File: config.mk
export PLATFORM = sky130hd
export DESIGN_NAME = emu_top
export DESIGN_NICKNAME = d
export VERILOG_FILES = /design/src/hdl/emu_time_pkg.sv /design/src/hdl/emu_osc_pkg.sv /design/src/hdl/dt_min_reduce.sv /design/src/hdl/emu_time_mgr.sv /design/src/hdl/emu_top.sv /design/src/hdl/osc_model.sv
export VERILOG_INCLUDE_DIRS = /design/src /design/src/hdl
export SDC_FILE = /design/constraint.sdc
export NUM_CORES = 1
export LEC_CHECK = 0
export BUFFER_PORTS_ARGS = -buffer_cell sky130_fd_sc_hd__buf_2
export CAP_MARGIN = 5
export CORE_MARGIN = 1
export CORE_UTILIZATION = 50
export DETAILED_ROUTE_END_ITERATION = 10
export PLACE_DENSITY_LB_ADDON = 0.25
export SETUP_SLACK_MARGIN = 0.5
export SYNTH_ARGS = -nofsm -noshare
export SYNTH_HDL_FRONTEND = slang
export SYNTH_HIERARCHICAL = 1
export SYNTH_SLANG_ARGS = --single-unit
File: constraint.sdc
create_clock -name __emu_clk -period 17.9 [get_ports __emu_clk]
set_input_delay 2.685 -clock __emu_clk [delete_from_list [all_inputs] [get_ports __emu_clk]]
set_output_delay 2.685 -clock __emu_clk [all_outputs]
set_load 0.02 [all_outputs]
File: src/hdl/emu_macros.svh
`ifndef EMU_MACROS_SVH
`define EMU_MACROS_SVH

// timestep width in ticks
// all steps are unsigned tick counts
`define DT_WIDTH 16

// emulated time counter width
// wide enough to run for a long time without wrapping
`define TIME_WIDTH 40

// number of emulated oscillators in the top level
`define N_OSC 2

// half-periods loaded at reset, in ticks
// runtime config loads can override these per oscillator
`define DEF_T_HI 6
`define DEF_T_LO 9

`endif

File: src/hdl/emu_time_pkg.sv
`include "emu_macros.svh"

package emu_time_pkg;

    // one emulated timestep in ticks
    typedef logic [`DT_WIDTH-1:0] dt_t;

    // accumulated emulated time in ticks
    typedef logic [`TIME_WIDTH-1:0] emu_time_t;

    // largest representable step
    // used as the neutral element of the minimum
    localparam dt_t DT_MAX = '1;

    // timestep request from outside the oscillator set
    // e.g. an analog block that wants finer steps for a while
    typedef struct packed {
        logic valid;
        dt_t  dt;
    } ext_req_t;

    // smaller of two requests, ties go to the first
    function automatic dt_t dt_min2(input dt_t a, input dt_t b);
        return (a <= b) ? a : b;
    endfunction

endpackage

File: src/hdl/emu_osc_pkg.sv
`include "emu_macros.svh"

package emu_osc_pkg;

    // half-period pair for one oscillator
    // t_hi is the time spent high, t_lo the time spent low
    typedef struct packed {
        emu_time_pkg::dt_t t_hi;
        emu_time_pkg::dt_t t_lo;
    } osc_cfg_t;

    // what each oscillator reports to the rest of the design
    // clk_val is the emulated clock level
    // dt_req is the emulated time left until the next edge
    typedef struct packed {
        logic              clk_val;
        emu_time_pkg::dt_t dt_req;
    } osc_status_t;

    // config held after reset
    localparam osc_cfg_t OSC_CFG_DEFAULT = '{
        t_hi: emu_time_pkg::dt_t'(`DEF_T_HI),
        t_lo: emu_time_pkg::dt_t'(`DEF_T_LO)
    };

endpackage

File: src/hdl/dt_min_reduce.sv
`include "emu_macros.svh"

module dt_min_reduce (
    input  emu_time_pkg::dt_t [`N_OSC-1:0] req,
    input  emu_time_pkg::ext_req_t         ext_req,
    output emu_time_pkg::dt_t              dt_min
);
    import emu_time_pkg::*;

    // oscillators plus one slot for the external request
    localparam int N_IN = `N_OSC + 1;
    // leaf count rounded up to a power of two
    localparam int N_LEAF = 1 << $clog2(N_IN);
    // heap layout, node k has children 2k+1 and 2k+2
    localparam int N_NODE = 2 * N_LEAF - 1;

    dt_t node [N_NODE];

    // leaves sit at the end of the heap
    for (genvar l = 0; l < N_LEAF; l++) begin : g_leaf
        if (l < `N_OSC) begin : g_osc
            assign node[N_LEAF-1+l] = req[l];
        end else if (l == `N_OSC) begin : g_ext
            // invalid external request must not limit the step
            assign node[N_LEAF-1+l] = ext_req.valid ? ext_req.dt : DT_MAX;
        end else begin : g_pad
            // unused leaves never win
            assign node[N_LEAF-1+l] = DT_MAX;
        end
    end

    // pairwise minimum, one level of the tree per halving
    for (genvar n = 0; n < N_LEAF - 1; n++) begin : g_node
        assign node[n] = dt_min2(node[2*n+1], node[2*n+2]);
    end

    // root is the smallest pending event
    // stepping by it never jumps over any edge or external request
    assign dt_min = node[0];

endmodule

File: src/hdl/emu_time_mgr.sv
module emu_time_mgr (
    input  logic                    __emu_clk,
    input  logic                    __emu_rst,
    input  logic                    pause,
    input  emu_time_pkg::dt_t       dt_min,
    output emu_time_pkg::dt_t       emu_dt,
    output emu_time_pkg::emu_time_t emu_time
);
    import emu_time_pkg::*;

    // step issued this cycle
    dt_t       dt_gated;
    // accumulated emulated time
    emu_time_t time_q;
    // step widened to the time counter
    emu_time_t dt_ext;
    emu_time_t time_nxt;

    // pause freezes emulation by issuing a zero step
    // every oscillator then holds its request and level
    assign dt_gated = pause ? '0 : dt_min;

    // dt_min comes straight from registered requests
    // so each clock cycle is one full emulated step
    assign emu_dt = dt_gated;

    assign dt_ext   = emu_time_t'(dt_gated);
    assign time_nxt = time_q + dt_ext;

    // time advances by the step issued in the same cycle
    always_ff @(posedge __emu_clk) begin
        if (__emu_rst) begin
            time_q <= '0;
        end else begin
            time_q <= time_nxt;
        end
    end

    assign emu_time = time_q;

    // no emulated time passes while paused
    a_pause_zero_dt: assert property (
        @(posedge __emu_clk) disable iff (__emu_rst)
        pause |-> (emu_dt == '0)
    ) else $error("emu_time_mgr: emu_dt %0d while paused", emu_dt);

endmodule

File: src/hdl/emu_top.sv
`include "emu_macros.svh"

module emu_top (
    input  logic                          __emu_clk,
    input  logic                          __emu_rst,
    input  logic                          pause,
    input  emu_time_pkg::ext_req_t        ext_req,
    input  logic                          cfg_load,
    input  logic [$clog2(`N_OSC)-1:0]     cfg_sel,
    input  emu_osc_pkg::osc_cfg_t         cfg,
    output logic [`N_OSC-1:0]             osc_clk,
    output emu_time_pkg::dt_t             emu_dt,
    output emu_time_pkg::emu_time_t       emu_time
);
    import emu_time_pkg::*;
    import emu_osc_pkg::*;

    localparam int SEL_W = $clog2(`N_OSC);

    // per-oscillator state as seen by the reducer
    osc_status_t [`N_OSC-1:0] osc_stat;
    dt_t         [`N_OSC-1:0] osc_req;
    // one-hot config load strobes
    logic        [`N_OSC-1:0] osc_load;
    // smallest pending event before pause gating
    dt_t                      dt_min;

    for (genvar i = 0; i < `N_OSC; i++) begin : g_osc
        // route the shared load strobe to the selected oscillator only
        assign osc_load[i] = cfg_load && (cfg_sel == SEL_W'(i));

        osc_model u_osc (
            .__emu_clk (__emu_clk),
            .__emu_rst (__emu_rst),
            .emu_dt    (emu_dt),
            .cfg_load  (osc_load[i]),
            .cfg       (cfg),
            .status    (osc_stat[i])
        );

        assign osc_clk[i] = osc_stat[i].clk_val;
        assign osc_req[i] = osc_stat[i].dt_req;
    end

    dt_min_reduce u_reduce (
        .req     (osc_req),
        .ext_req (ext_req),
        .dt_min  (dt_min)
    );

    emu_time_mgr u_time_mgr (
        .__emu_clk (__emu_clk),
        .__emu_rst (__emu_rst),
        .pause     (pause),
        .dt_min    (dt_min),
        .emu_dt    (emu_dt),
        .emu_time  (emu_time)
    );

endmodule

File: src/hdl/osc_model.sv
`include "emu_macros.svh"

module osc_model (
    input  logic                    __emu_clk,
    input  logic                    __emu_rst,
    input  emu_time_pkg::dt_t       emu_dt,
    input  logic                    cfg_load,
    input  emu_osc_pkg::osc_cfg_t   cfg,
    output emu_osc_pkg::osc_status_t status
);
    import emu_time_pkg::*;
    import emu_osc_pkg::*;

    // emulated clock level
    logic     clk_val;
    // emulated time left until the next edge
    dt_t      dt_req;
    // half-periods applied at the next toggle
    osc_cfg_t shadow;
    // config seen by the toggle logic this cycle
    osc_cfg_t cfg_eff;

    logic dt_req_eq_emu_dt;
    dt_t  dt_req_minus_emu_dt;
    dt_t  next_half_period;
    dt_t  dt_req_nxt;

    // a load in the same cycle as a toggle already counts as the next toggle
    assign cfg_eff = cfg_load ? cfg : shadow;

    // edge is due when the global step lands exactly on our request
    assign dt_req_eq_emu_dt = (dt_req == emu_dt);

    // remaining time once this step has elapsed
    assign dt_req_minus_emu_dt = dt_req - emu_dt;

    // new level is ~clk_val
    // going high means a high phase, so t_hi
    assign next_half_period = clk_val ? cfg_eff.t_lo : cfg_eff.t_hi;

    // reload on toggle, else count down
    // zero step leaves dt_req as it is
    assign dt_req_nxt = dt_req_eq_emu_dt ? next_half_period : dt_req_minus_emu_dt;

    always_ff @(posedge __emu_clk) begin
        if (__emu_rst) begin
            clk_val <= 1'b0;
            dt_req  <= dt_t'(`DEF_T_LO);
        end else begin
            if (dt_req_eq_emu_dt) begin
                clk_val <= ~clk_val;
            end
            dt_req <= dt_req_nxt;
        end
    end

    // shadow config, written by the top level strobe
    // half-period already in progress keeps its loaded dt_req
    always_ff @(posedge __emu_clk) begin
        if (__emu_rst) begin
            shadow <= OSC_CFG_DEFAULT;
        end else if (cfg_load) begin
            shadow <= cfg;
        end
    end

    assign status.clk_val = clk_val;
    assign status.dt_req  = dt_req;

    // zero request would pin the global step at zero forever
    a_req_nonzero: assert property (
        @(posedge __emu_clk) disable iff (__emu_rst)
        dt_req != '0
    ) else $error("osc_model: dt_req is zero");

    // reducer and time manager must never step past this edge
    a_no_overshoot: assert property (
        @(posedge __emu_clk) disable iff (__emu_rst)
        emu_dt <= dt_req
    ) else $error("osc_model: emu_dt %0d exceeds dt_req %0d", emu_dt, dt_req);

endmodule

[After elaboration in Yosys (flattened, before gate mapping)]
Index checks and enable logic that the tools add are counted.
Widths: inputs -> output; s select.
Cells by class
  add/subtract/negate cells: 3
  $lt $le $gt $ge: 3
  equal/unequal tests: 2
  multiplexer cells: 11
  bitwise logic cells: 3
  reduce and logical (&&, ||, !) cells: 2
Operators by type and width (number)
  $mux 16: 9
  $mux 32: 2
  $add 40x16->40: 1
  $eq 16x16->1: 2
  $le 16x16->1: 2
  $sub 16x16->16: 2
  $le 16x16->1 const B: 1
  $not 1->1: 3
  $logic_and 1x1->1: 2
Storage, ports and cells
  register bits after elaboration: 138
  output and inout port bits: 58

[Depth between registers and ports, before layout]
Gate-level depths: netlist of run 1.
  depth in word-level cells: 8
  gate-level depth with buffers: 29

[Modules after synthesis]
Netlist of run 1, hierarchy kept.
Modules (own cells, without submodules)
  osc_model at g_osc[0].u_osc: instances 1, cells an instance 314, area an instance 2772.7 um^2, sequential area each 980.9 um^2
  osc_model at g_osc[1].u_osc: instances 1, cells an instance 318, area an instance 2762.6 um^2, sequential area each 980.9 um^2
  emu_time_mgr: instances 1, cells an instance 299, area an instance 2546.2 um^2, sequential area each 800.8 um^2
  dt_min_reduce: instances 1, cells an instance 236, area an instance 1756.7 um^2, sequential area each 0.0 um^2
  emu_top: instances 1, cells an instance 2, area an instance 16.3 um^2, sequential area each 0.0 um^2

[Worst setup path before layout of run 1]
OpenSTA, ideal clock, no wires.
  path kind: input to output
  start: in ext_req[16] (netlist bit)
  end: out emu_dt[1]
  arrival time: 5.210 ns
  data required time: 15.215 ns
  path slack: 10.005 ns
  cell stages on the path: 10
  cells stage by stage: clkbuf_1 > nand2b_1 > inv_1 > ha_1 > and3_1 > a221o_1 > a221oi_2 > a21oi_2 > mux2_2 > nor2b_1
On the way
  longest elaborated chain between the ends: 6
Ends and longest elaborated chain
  start, declared: line emu_top.sv:7  | input emu_time_pkg::ext_req_t ext_req,
  $mux 16 (*): line dt_min_reduce.sv:25  | assign node[N_LEAF-1+l] = ext_req.valid ? ext_req.dt : DT_MAX;
  $le 16x16->1: line emu_time_pkg.sv:24  | return (a <= b) ? a : b;
  $mux 16 (*): line emu_time_pkg.sv:24
  $le 16x16->1: line emu_time_pkg.sv:24
  $mux 16 (*): line emu_time_pkg.sv:24
  via dt_min[1]: line emu_top.sv:26  | dt_t dt_min;
  $mux 16 (*): line emu_time_mgr.sv:21  | assign dt_gated = pause ? '0 : dt_min;
  end, declared: line emu_top.sv:12  | output emu_time_pkg::dt_t emu_dt,
The timed path passes the listed nets; every way through them passes the cells marked *.

[Worst setup path in the final report of run 1]
  start: reg g_osc[1].u_osc.dt_req[1]
  end: out emu_dt[15]
On the way
  longest elaborated chain between the ends: 5
Ends and longest elaborated chain
  start, declared: line osc_model.sv:17  | dt_t dt_req;
  start signal, assigned: line osc_model.sv:48  | dt_req <= dt_t'(`DEF_T_LO);
  start signal, assigned: line osc_model.sv:53  | dt_req <= dt_req_nxt;
  $le 16x16->1: line emu_time_pkg.sv:24
  $mux 16 (*): line emu_time_pkg.sv:24
  $le 16x16->1: line emu_time_pkg.sv:24
  $mux 16 (*): line emu_time_pkg.sv:24
  via dt_min[15]: line emu_top.sv:26
  $mux 16 (*): line emu_time_mgr.sv:21
Marks and branches as above.

==> metrics list, run 1 <==
* Clock tree from TritonCTS: done
* Cell family with the largest share of critical-path delay: compound AO/OA/AOI/OAI gates
* Number of levels in the clock H-tree: 4
* Area grow syn2layout: 13.1%
- Summing every instance area after synthesis gives 9850 sq um.
- Maximum clock insertion buffer count: 2
* Dpl hpwl: 20500 um
- Routed wirelength normalized by instance count: 18.2 um
- Post-placement setup slack: 9.38 ns
* Worst EP required: 15.21 ns
- Gate Count Post-Synth: 1169
- The critical path contains buffers and inverters numbering 2 combined.
* Met3 Usage GRT: between 5 and 6%
- 0 antenna diodes ended up in the layout.
- In this run the power density over the cells is about 200 nW/um^2.
- For this design the static power due to leakage is between 0.004 and 0.005 uW.
- DRC violation count after routing: 0
- The startpoint identified for the worst register-to-register timing path is g_osc[1].u_osc/dt_req[1].
- For met2 alone, demand over resource in global routing was 43.2%.
- Total placed cells including tap cells: around 1500
- Maximum cell stage delay along the critical path: 0.79 ns
- After synthesis the netlist holds a flip-flop and latch count of 138.
- The clock net in this run drives a total of 138 sinks.
- Fill count: 1786
- Proportion of synthesized flip-flops having asynchronous set or reset: 0%
- Gr ovfl total: 0
- In the global route stage, overall resource usage came out at 27.8%.
- Each instance of the synthesized netlist takes up on average roughly 8.4 sq um.
* Placed cell areas: 10500 sq um
- The clock arrives with 0.00899 ns of skew.
- Max stage delay cell, worst path: a21oi_2
- The detailed router placed 8817 vias in this run.
* Antenna violations before repair: 0
* Overall die area: 20300 sq um
* CP Capture Type: output pin
- Post-layout minimum cycle time: 8.68 ns
* Std cell rows: 50
- The flow ran to the end, and the final reports show no timing, DRC or antenna violations.
* Pin slew with the least headroom to its limit: 1.06 ns
- Post-Route Setup TNS: 0 ns
* Share of final-layout standard cells stronger than drive strength 1: 18.1%
- Highest clock rate: 115 MHz
- Horiz. Die Dim: 142 um
- Worst min-delay path startpoint: g_osc[0].u_osc/shadow[3]
- During synthesis, Yosys emitted a total of 6 warnings.
- In this run the tool buffered the top-level ports with approximately 110 buffer cells.
- Gpl congestion: 0.975
* Area of the core: about 19000 sq um
- Max-slew violation total from the final report: 0
- VDD sags by at most 0.000112 V.
* Post-synth EDFFs: 0
* Worst setup SP type: flip-flop
- Biggest fanout along the worst timing path: 17
* Count of routing violations after the opening detailed-route iteration: around 750
* Starting utilization of the core area: 51.8%
- Critical-path cell list: inv_1 -> ha_1 -> nor2b_1 -> o211a_1 -> o21ai_2 -> and3_1 -> o211ai_2 -> ha_1 -> and4_1 -> nand3_1 -> a21o_1 -> a21oi_2 -> mux2_2 -> nor2b_1 -> buf_2
- The layer flagged by global routing as most heavily used is met2.
- Syn nets: 1304
- For this design the top-level I/O count stands at 112.
* Height of the die: 142 um
* Remaining antenna violation count: 0
* Via count of the first global-routing pass: 8122
* Dominant register cell in the synthesized netlist: dfxtp_1
* Total of cells resized after clock tree synthesis: 0
- After routing the design area is 11100 sq um.
* Share of the yosys chip area belonging to registers: 28.0%
* Post-route insts no fill: 1520
* Mean number of vias per cell: between 5 and 6
- Hold_buf cts: 0
* Number of max-cap violations: 0
* Crit path arrival time: 5.99 ns
- Worst setup path start: g_osc[1].u_osc/dt_req[1]
- Net total in the final layout: between 1000 and 1500
- The number of clock buffers added by TritonCTS is 17.
- The critical path in this run is classified as flip-flop to output pin.
- Clock transition at the registers of the reported paths: 0.06 ns
- Final count of hold timing violations: 0
- Post-CTS setup buffer count: 0
* Wire length of the first global-routing pass: 43400 um
- In the global route stage, met1 resource usage came out at 37.7%.
- Across all setup checks in the final design, the least slack found is 9.22 ns.
- Setup repair after global routing left no endpoint under its margin.
* Distinct cell type count of the synthesized netlist: 89
- CTS placed an instance of clkbuf_16 at the clock tree root.
- The final critical path takes up 48.5% of the cycle.
- Pre-antenna DRT Iters: 5
* Clk Latency, worst-skew pair: roughly 0.43 ns
- Total length of routed wires: 27700 um
- Relative max-transition margin: 29.6%
* Finish-stage setup viols: 0
- Largest net degree at the start of global routing: 92
* Path category of the worst min-delay check: flip-flop to flip-flop
final timing paths:
path              slack (ns)  depth (start not counted)                  endpoint
setup reg to reg       10.09                         21  g_osc[1].u_osc/dt_req[9]
hold / removal          0.48                          2  g_osc[0].u_osc/shadow[3]
hold reg to reg         0.48                          2  g_osc[0].u_osc/shadow[3]
setup / recovery        9.22                         15                emu_dt[15]
kinds of logic after synthesis:
group	Yosys count	synth area share, %
fa+ha+maj	81	10.5
buf+inv	132	5.99
xor+xnor	33	2.93
compound gates	248	18.1
flops	138	28.0
mux	92	9.97
simple gates	445	24.5
registers in the layout, indices dropped and copies added, names as in the netlist:
| signal | cells |
|---|---|
| g_osc.u_osc/shadow | 64 |
| u_time_mgr/emu_time | 40 |
| g_osc.u_osc/dt_req | 32 |
| g_osc.u_osc/clk_val | 2 |
metal layers:
| metal | vias to the layer above | part of all wire [%] |
|---|---|---|
| met2 | 280 | 45 |
| met5 | - | 0 |
| met3 | 45 | 5.6 |
| met1 | 4148 | 47 |
| li1 | 4344 | - |
| met4 | 0 | 2.9 |
through the flow:
step	util [%]	total power, uW	hold slack [ns]
finish	58.6	2240	0.478
global route	58.6	2400	0.502
CTS	58.6	2230	0.477
detailed placement	55.1	1810	0.463
global placement	55.1	1800	0.450
floorplan	-	1510	0.437
layout by cell type (no fill, tap or decap), types with 16 or more instances in the layout:
master	count
dfxtp_1	138
nor2_1	112
buf_2	110
nand2_1	88
ha_1	78
inv_1	72
a21oi_1	71
mux2i_1	64
nand3_1	47
nor2b_1	40
nand2b_1	35
a21o_1	26
o21ai_0	26
xor2_1	21
nor4b_1	19
clkbuf_16	17
nand4_1	16
Yosys cell counts (12+ instances only):
| cell | n | area (sq um) |
|---|---|---|
| nand4_1 | 16 | 100 |
| o21ai_0 | 26 | 130 |
| xnor2_1 | 12 | 105 |
| buf_2 | 17 | 85.1 |
| nand2_1 | 88 | 330 |
| nor2b_1 | 40 | 250 |
| inv_1 | 72 | 270 |
| mux2i_1 | 64 | 641 |
| nor3_1 | 15 | 75.1 |
| nand2b_1 | 35 | 219 |
| mux2_2 | 15 | 169 |
| a21o_1 | 26 | 195 |
| o211ai_1 | 14 | 105 |
| nor2_1 | 112 | 420 |
| nand3_1 | 47 | 235 |
| xor2_1 | 21 | 184 |
| a31oi_1 | 12 | 75.1 |
| ha_1 | 78 | 976 |
| o31ai_1 | 12 | 90.1 |
| nor4b_1 | 19 | 166 |
| dfxtp_1 | 138 | 2760 |
| a21oi_1 | 71 | 355 |
| clkbuf_1 | 29 | 109 |
worst min-delay path: stages, from the launching register on:
cell      delay [ns]
dfxtp_1         0.31
mux2i_1         0.07
nand2b_1        0.07
cell type report:
| type | count | area [sq um] | area share [%] |
|---|---|---|---|
| Sequential cell | 138 | 2760 | 24.8 |
| Timing Repair Buffer | 118 | 611 | 5.48 |
| Multi-Input combinational cell | 899 | 6500 | 58.3 |
| Tap cell | 260 | 325 | 2.92 |
| Clock inverter | 14 | 234 | 2.10 |
| Inverter | 73 | 274 | 2.46 |
| Clock buffer | 18 | 439 | 3.94 |
report_power, final:
group | internal (uW) | switching [uW] | total, uW
clock network | 255 | 150 | 405
logic | 585 | 833 | 1420
registers | 365 | 54.8 | 420
total | 1210 | 1040 | 2240
No activity file was read; power rests on OpenSTA's default activity.
==> run 2, diff against run 1 <==
ABC_AREA = 1   (was not set)
clock period = 7.7 ns   (was 17.9 ns; I/O delays follow)
==> run 2 against run 1 <==
Against the previous run: register-to-register slack worse by 8.3 ns; worst hold slack worse by 0.014 ns; die area up 5.3%; global-route usage up 1.6 points; flip-flop and latch count unchanged; cell count up 30%; non-clock buffer count down 3; critical path type unchanged.
==> metrics list, run 2 <==
* Result of the run: completed
* Final count of hold timing violations: 0
- The register with the most flip-flops in the layout has 64 of them.
* Layout Skew: 0.00895 ns
- The worst setup path is captured at an output pin.
- After the first detailed-routing iteration, the DRC count stood at 798.
- In the final design database the tool counted approximately 1800 nets.
- Worst setup path start: g_osc[1].u_osc/dt_req[11]
- Cell family with the largest share of critical-path delay: simple AND/OR/NAND/NOR gates
- After floorplanning, the core was sized to cover 20300 sq um.
- Post-CTS setup buffer count: 0
* Top cells by count, synth: nand2_1, nor2_1, inv_1
- Highest-count cells in the layout ignoring fill and taps: nand2_1, nor2_1, inv_1
* Dominant register cell in the synthesized netlist: dfxtp_1
- The endpoint identified for the worst register-to-register timing path is g_osc[1].u_osc/dt_req[9].
* Clock root buffer: clkbuf_16
- Gate Count Post-Synth: ~1600
- Summing every instance area after synthesis gives 10400 sq um.
- The critical path ends at emu_dt[1].
- Seq cells post-synth: roughly 140
- In the final timing run, aggregate negative setup slack is 0 ns.
* Hold_buf cts: 0
- Count of clock tree sinks: 138
- Counting both buffers and inverters, the worst setup path holds a total of 3.
- Proportion of netlist area held by the largest area contributor: about a quarter
* Max-slew violation total from the final report: 0
- Cells with a size suffix above 1 make up between 10% and 20% of the layout.
* Gpl congestion: 0.986
- Data arrives at the worst endpoint at between 4 and 5 ns.
* Horiz. Die Dim: 146 um
- After layout, the worst path uses 78.0% of the clock period.
- The Yosys step of the flow raised 6 warnings.
* Port buffer count: between 100 and 150
* Height of the die: 146 um
- The first TritonRoute pass finished after 5 iterations.
- Total of cells resized after clock tree synthesis: 0
* Pin slew with the least headroom to its limit: 1.08 ns
- Std cell rows: 52
- Largest net degree at the start of global routing: 57
- Register name with the most flops: g_osc.u_osc/shadow
* Worst setup SP type: flip-flop
- For this run, the register share of the synthesized area comes to 26.6%.
* FF-to-FF Start: g_osc[1].u_osc/dt_req[11]
* Proportion of synthesized flip-flops having asynchronous set or reset: 0%
* Clock transition at the registers of the reported paths: 0.06 ns
* Clock tree from TritonCTS: done
- Yosys top cell by area: dfxtp_1
- Most frequently used cell type in the post-synthesis netlist: nand2_1
- Based on the critical path, the design can be clocked at up to 167 MHz.
* Min Hold Slack: 0.464 ns
- Synthesized area per cell: 6.46 sq um
- The critical path runs through a total of 21 cells.
- Overall die area: about 21000 sq um
- Path category of the worst min-delay check: flip-flop to flip-flop
- Setup repair after global routing missed its margin: false
- Across all register-to-register paths, the minimum setup slack is about 1.8 ns.
- In this run the count of I/O pins placed on the die edge is around 110.
* Number of levels in the clock H-tree: 4
- Via count of the first global-routing pass: between 9000 and 10000
- The number of antenna diodes in the final layout is 0.
- By area the synthesized netlist is led by dfxtp_1, nand2_1, ha_1.
- Dpl hpwl: 24100 um
* Setup CP Type: flip-flop to output pin
- Distinct cell type count of the synthesized netlist: 47
* Relative max-transition margin: 27.5%
- In the final routed layout, each cell accounts on average for between 15 and 20 um.
* Critical-path cell list: inv_1 -> ha_1 -> nand4_1 -> nor3_4 -> nand3_4 -> nand2_4 -> nand2_1 -> and2_1 -> ha_1 -> nand2_1 -> nor2_1 -> nand2_1 -> nand2_1 -> nand2_1 -> nand2_1 -> nand2_2 -> or2_2 -> nand2_1 -> inv_1 -> nor2_1 -> buf_2
- Vias post-DR: 10200
- Setup violations remaining at the end of the flow were counted as 0.
- By instance count, the cell type seen most on the critical path is nand2_1.
- Wire length of the first global-routing pass: 49000 um
* Starting utilization of the core area: between 50% and 60%
- The number of antenna violations at the first check in global routing was 0.
- Post-synth EDFFs: 0
- Worst EP required: 6.55 ns
- Compared with the post-synthesis result, the final layout area differs by 12.2%.
- In this design, the stage delay of the slowest critical-path cell is 0.69 ns.
- Biggest fanout along the worst timing path: 32
* Syn nets: 1742
- Most common cell after layout, fill and taps aside: nand2_1
- Total clock buffers created by CTS: 17
- Count of cells along the worst register-to-register path: 28
- Among all stages on the critical path, the largest delay is contributed by nor2_1.
- Using the TritonRoute via totals, the vias-per-cell ratio works out to between 5 and 6.
* Maximum clock insertion buffer count: 2
- Post-layout minimum cycle time: ~6.0 ns
- Max-cap violations in this run came to 0.
- Total length of routed wires: 30800 um
- Clk Latency, worst-skew pair: 0.42 ns
- DRC violation count after routing: 0
- The detail route stage leaves a number of antenna-violating nets equal to 0.
- Gr ovfl total: 0
- Total Routing Usage GR: 29.4%
-- run 2: how the worst min path moves through the flow --
stage / start / to / slack [ns] / cells after the start
after floorplan: g_osc[0].u_osc/shadow[0] / g_osc[0].u_osc/shadow[0] / 0.43 / 2
after global placement: g_osc[0].u_osc/shadow[18] / g_osc[0].u_osc/shadow[18] / 0.44 / 2
after detailed placement: g_osc[0].u_osc/shadow[18] / g_osc[0].u_osc/shadow[18] / 0.45 / 2
after CTS: g_osc[0].u_osc/shadow[18] / g_osc[0].u_osc/shadow[18] / 0.46 / 2
after global routing: g_osc[1].u_osc/shadow[0] / g_osc[1].u_osc/shadow[0] / 0.51 / 2
final: g_osc[1].u_osc/shadow[3] / g_osc[1].u_osc/shadow[3] / 0.46 / 2
-- run 2: cell type report --
class                      count  area [sq um]
fill                        2043          8650
multi-input combinational   1184          6470
sequential                   138          2760
inverter                     244           920
timing repair buffer         115           586
clock buffer                  20           457
tap                          270           338
clock inverter                11           111
-- run 2: worst min-delay path, stage by stage, from the launching register on --
cell     delay [ns]
dfxtp_1        0.31
mux2i_1        0.07
nand2_1        0.06
-- run 2: logic make-up (layout without fill, tap and decap cells) --
| logic type | after synthesis | after routing | share of synthesized area (%) |
|---|---|---|---|
| XOR/XNOR | 18 | 18 | 1.52 |
| flip-flops | 138 | 138 | 26.6 |
| buffers and inverters | 285 | 390 | 11.1 |
| AND/OR/NAND/NOR | 872 | 872 | 36.3 |
| adder cells (fa/ha/maj) | 81 | 81 | 9.98 |
| AO/OA/AOI/OAI | 147 | 147 | 8.12 |
| multiplexers | 66 | 66 | 6.39 |
-- run 2: per-stage QoR --
| step | cell area [sq um] | setup slack [ns] | util, % | instances |
|---|---|---|---|---|
| after floorplan | 10400 | 3.13 | - | 1607 |
| after global placement | 11100 | 1.94 | 54.6 | 1951 |
| after detailed placement | 11100 | 1.88 | 54.6 | 1951 |
| after CTS | 11600 | 1.66 | 57.4 | 1982 |
| after global routing | 11600 | 1.26 | 57.4 | 1982 |
| final | 11600 | 1.70 | 57.4 | 1982 |
-- run 2: routing by layer --
layer / vias up / track usage (%) / share of wire [%]
li1: 5225 / - / -
met1: 4602 / 39.6 / 46
met2: 360 / 46.7 / 44
met3: 59 / 4.22 / 6.3
met4: 0 / 12.9 / 3.5
met5: - / 0 / 0
Power of run 2 is left out: the tool's default activity adds up to more than one toggle a clock period on the data nets, which glitch-free logic cannot reach.
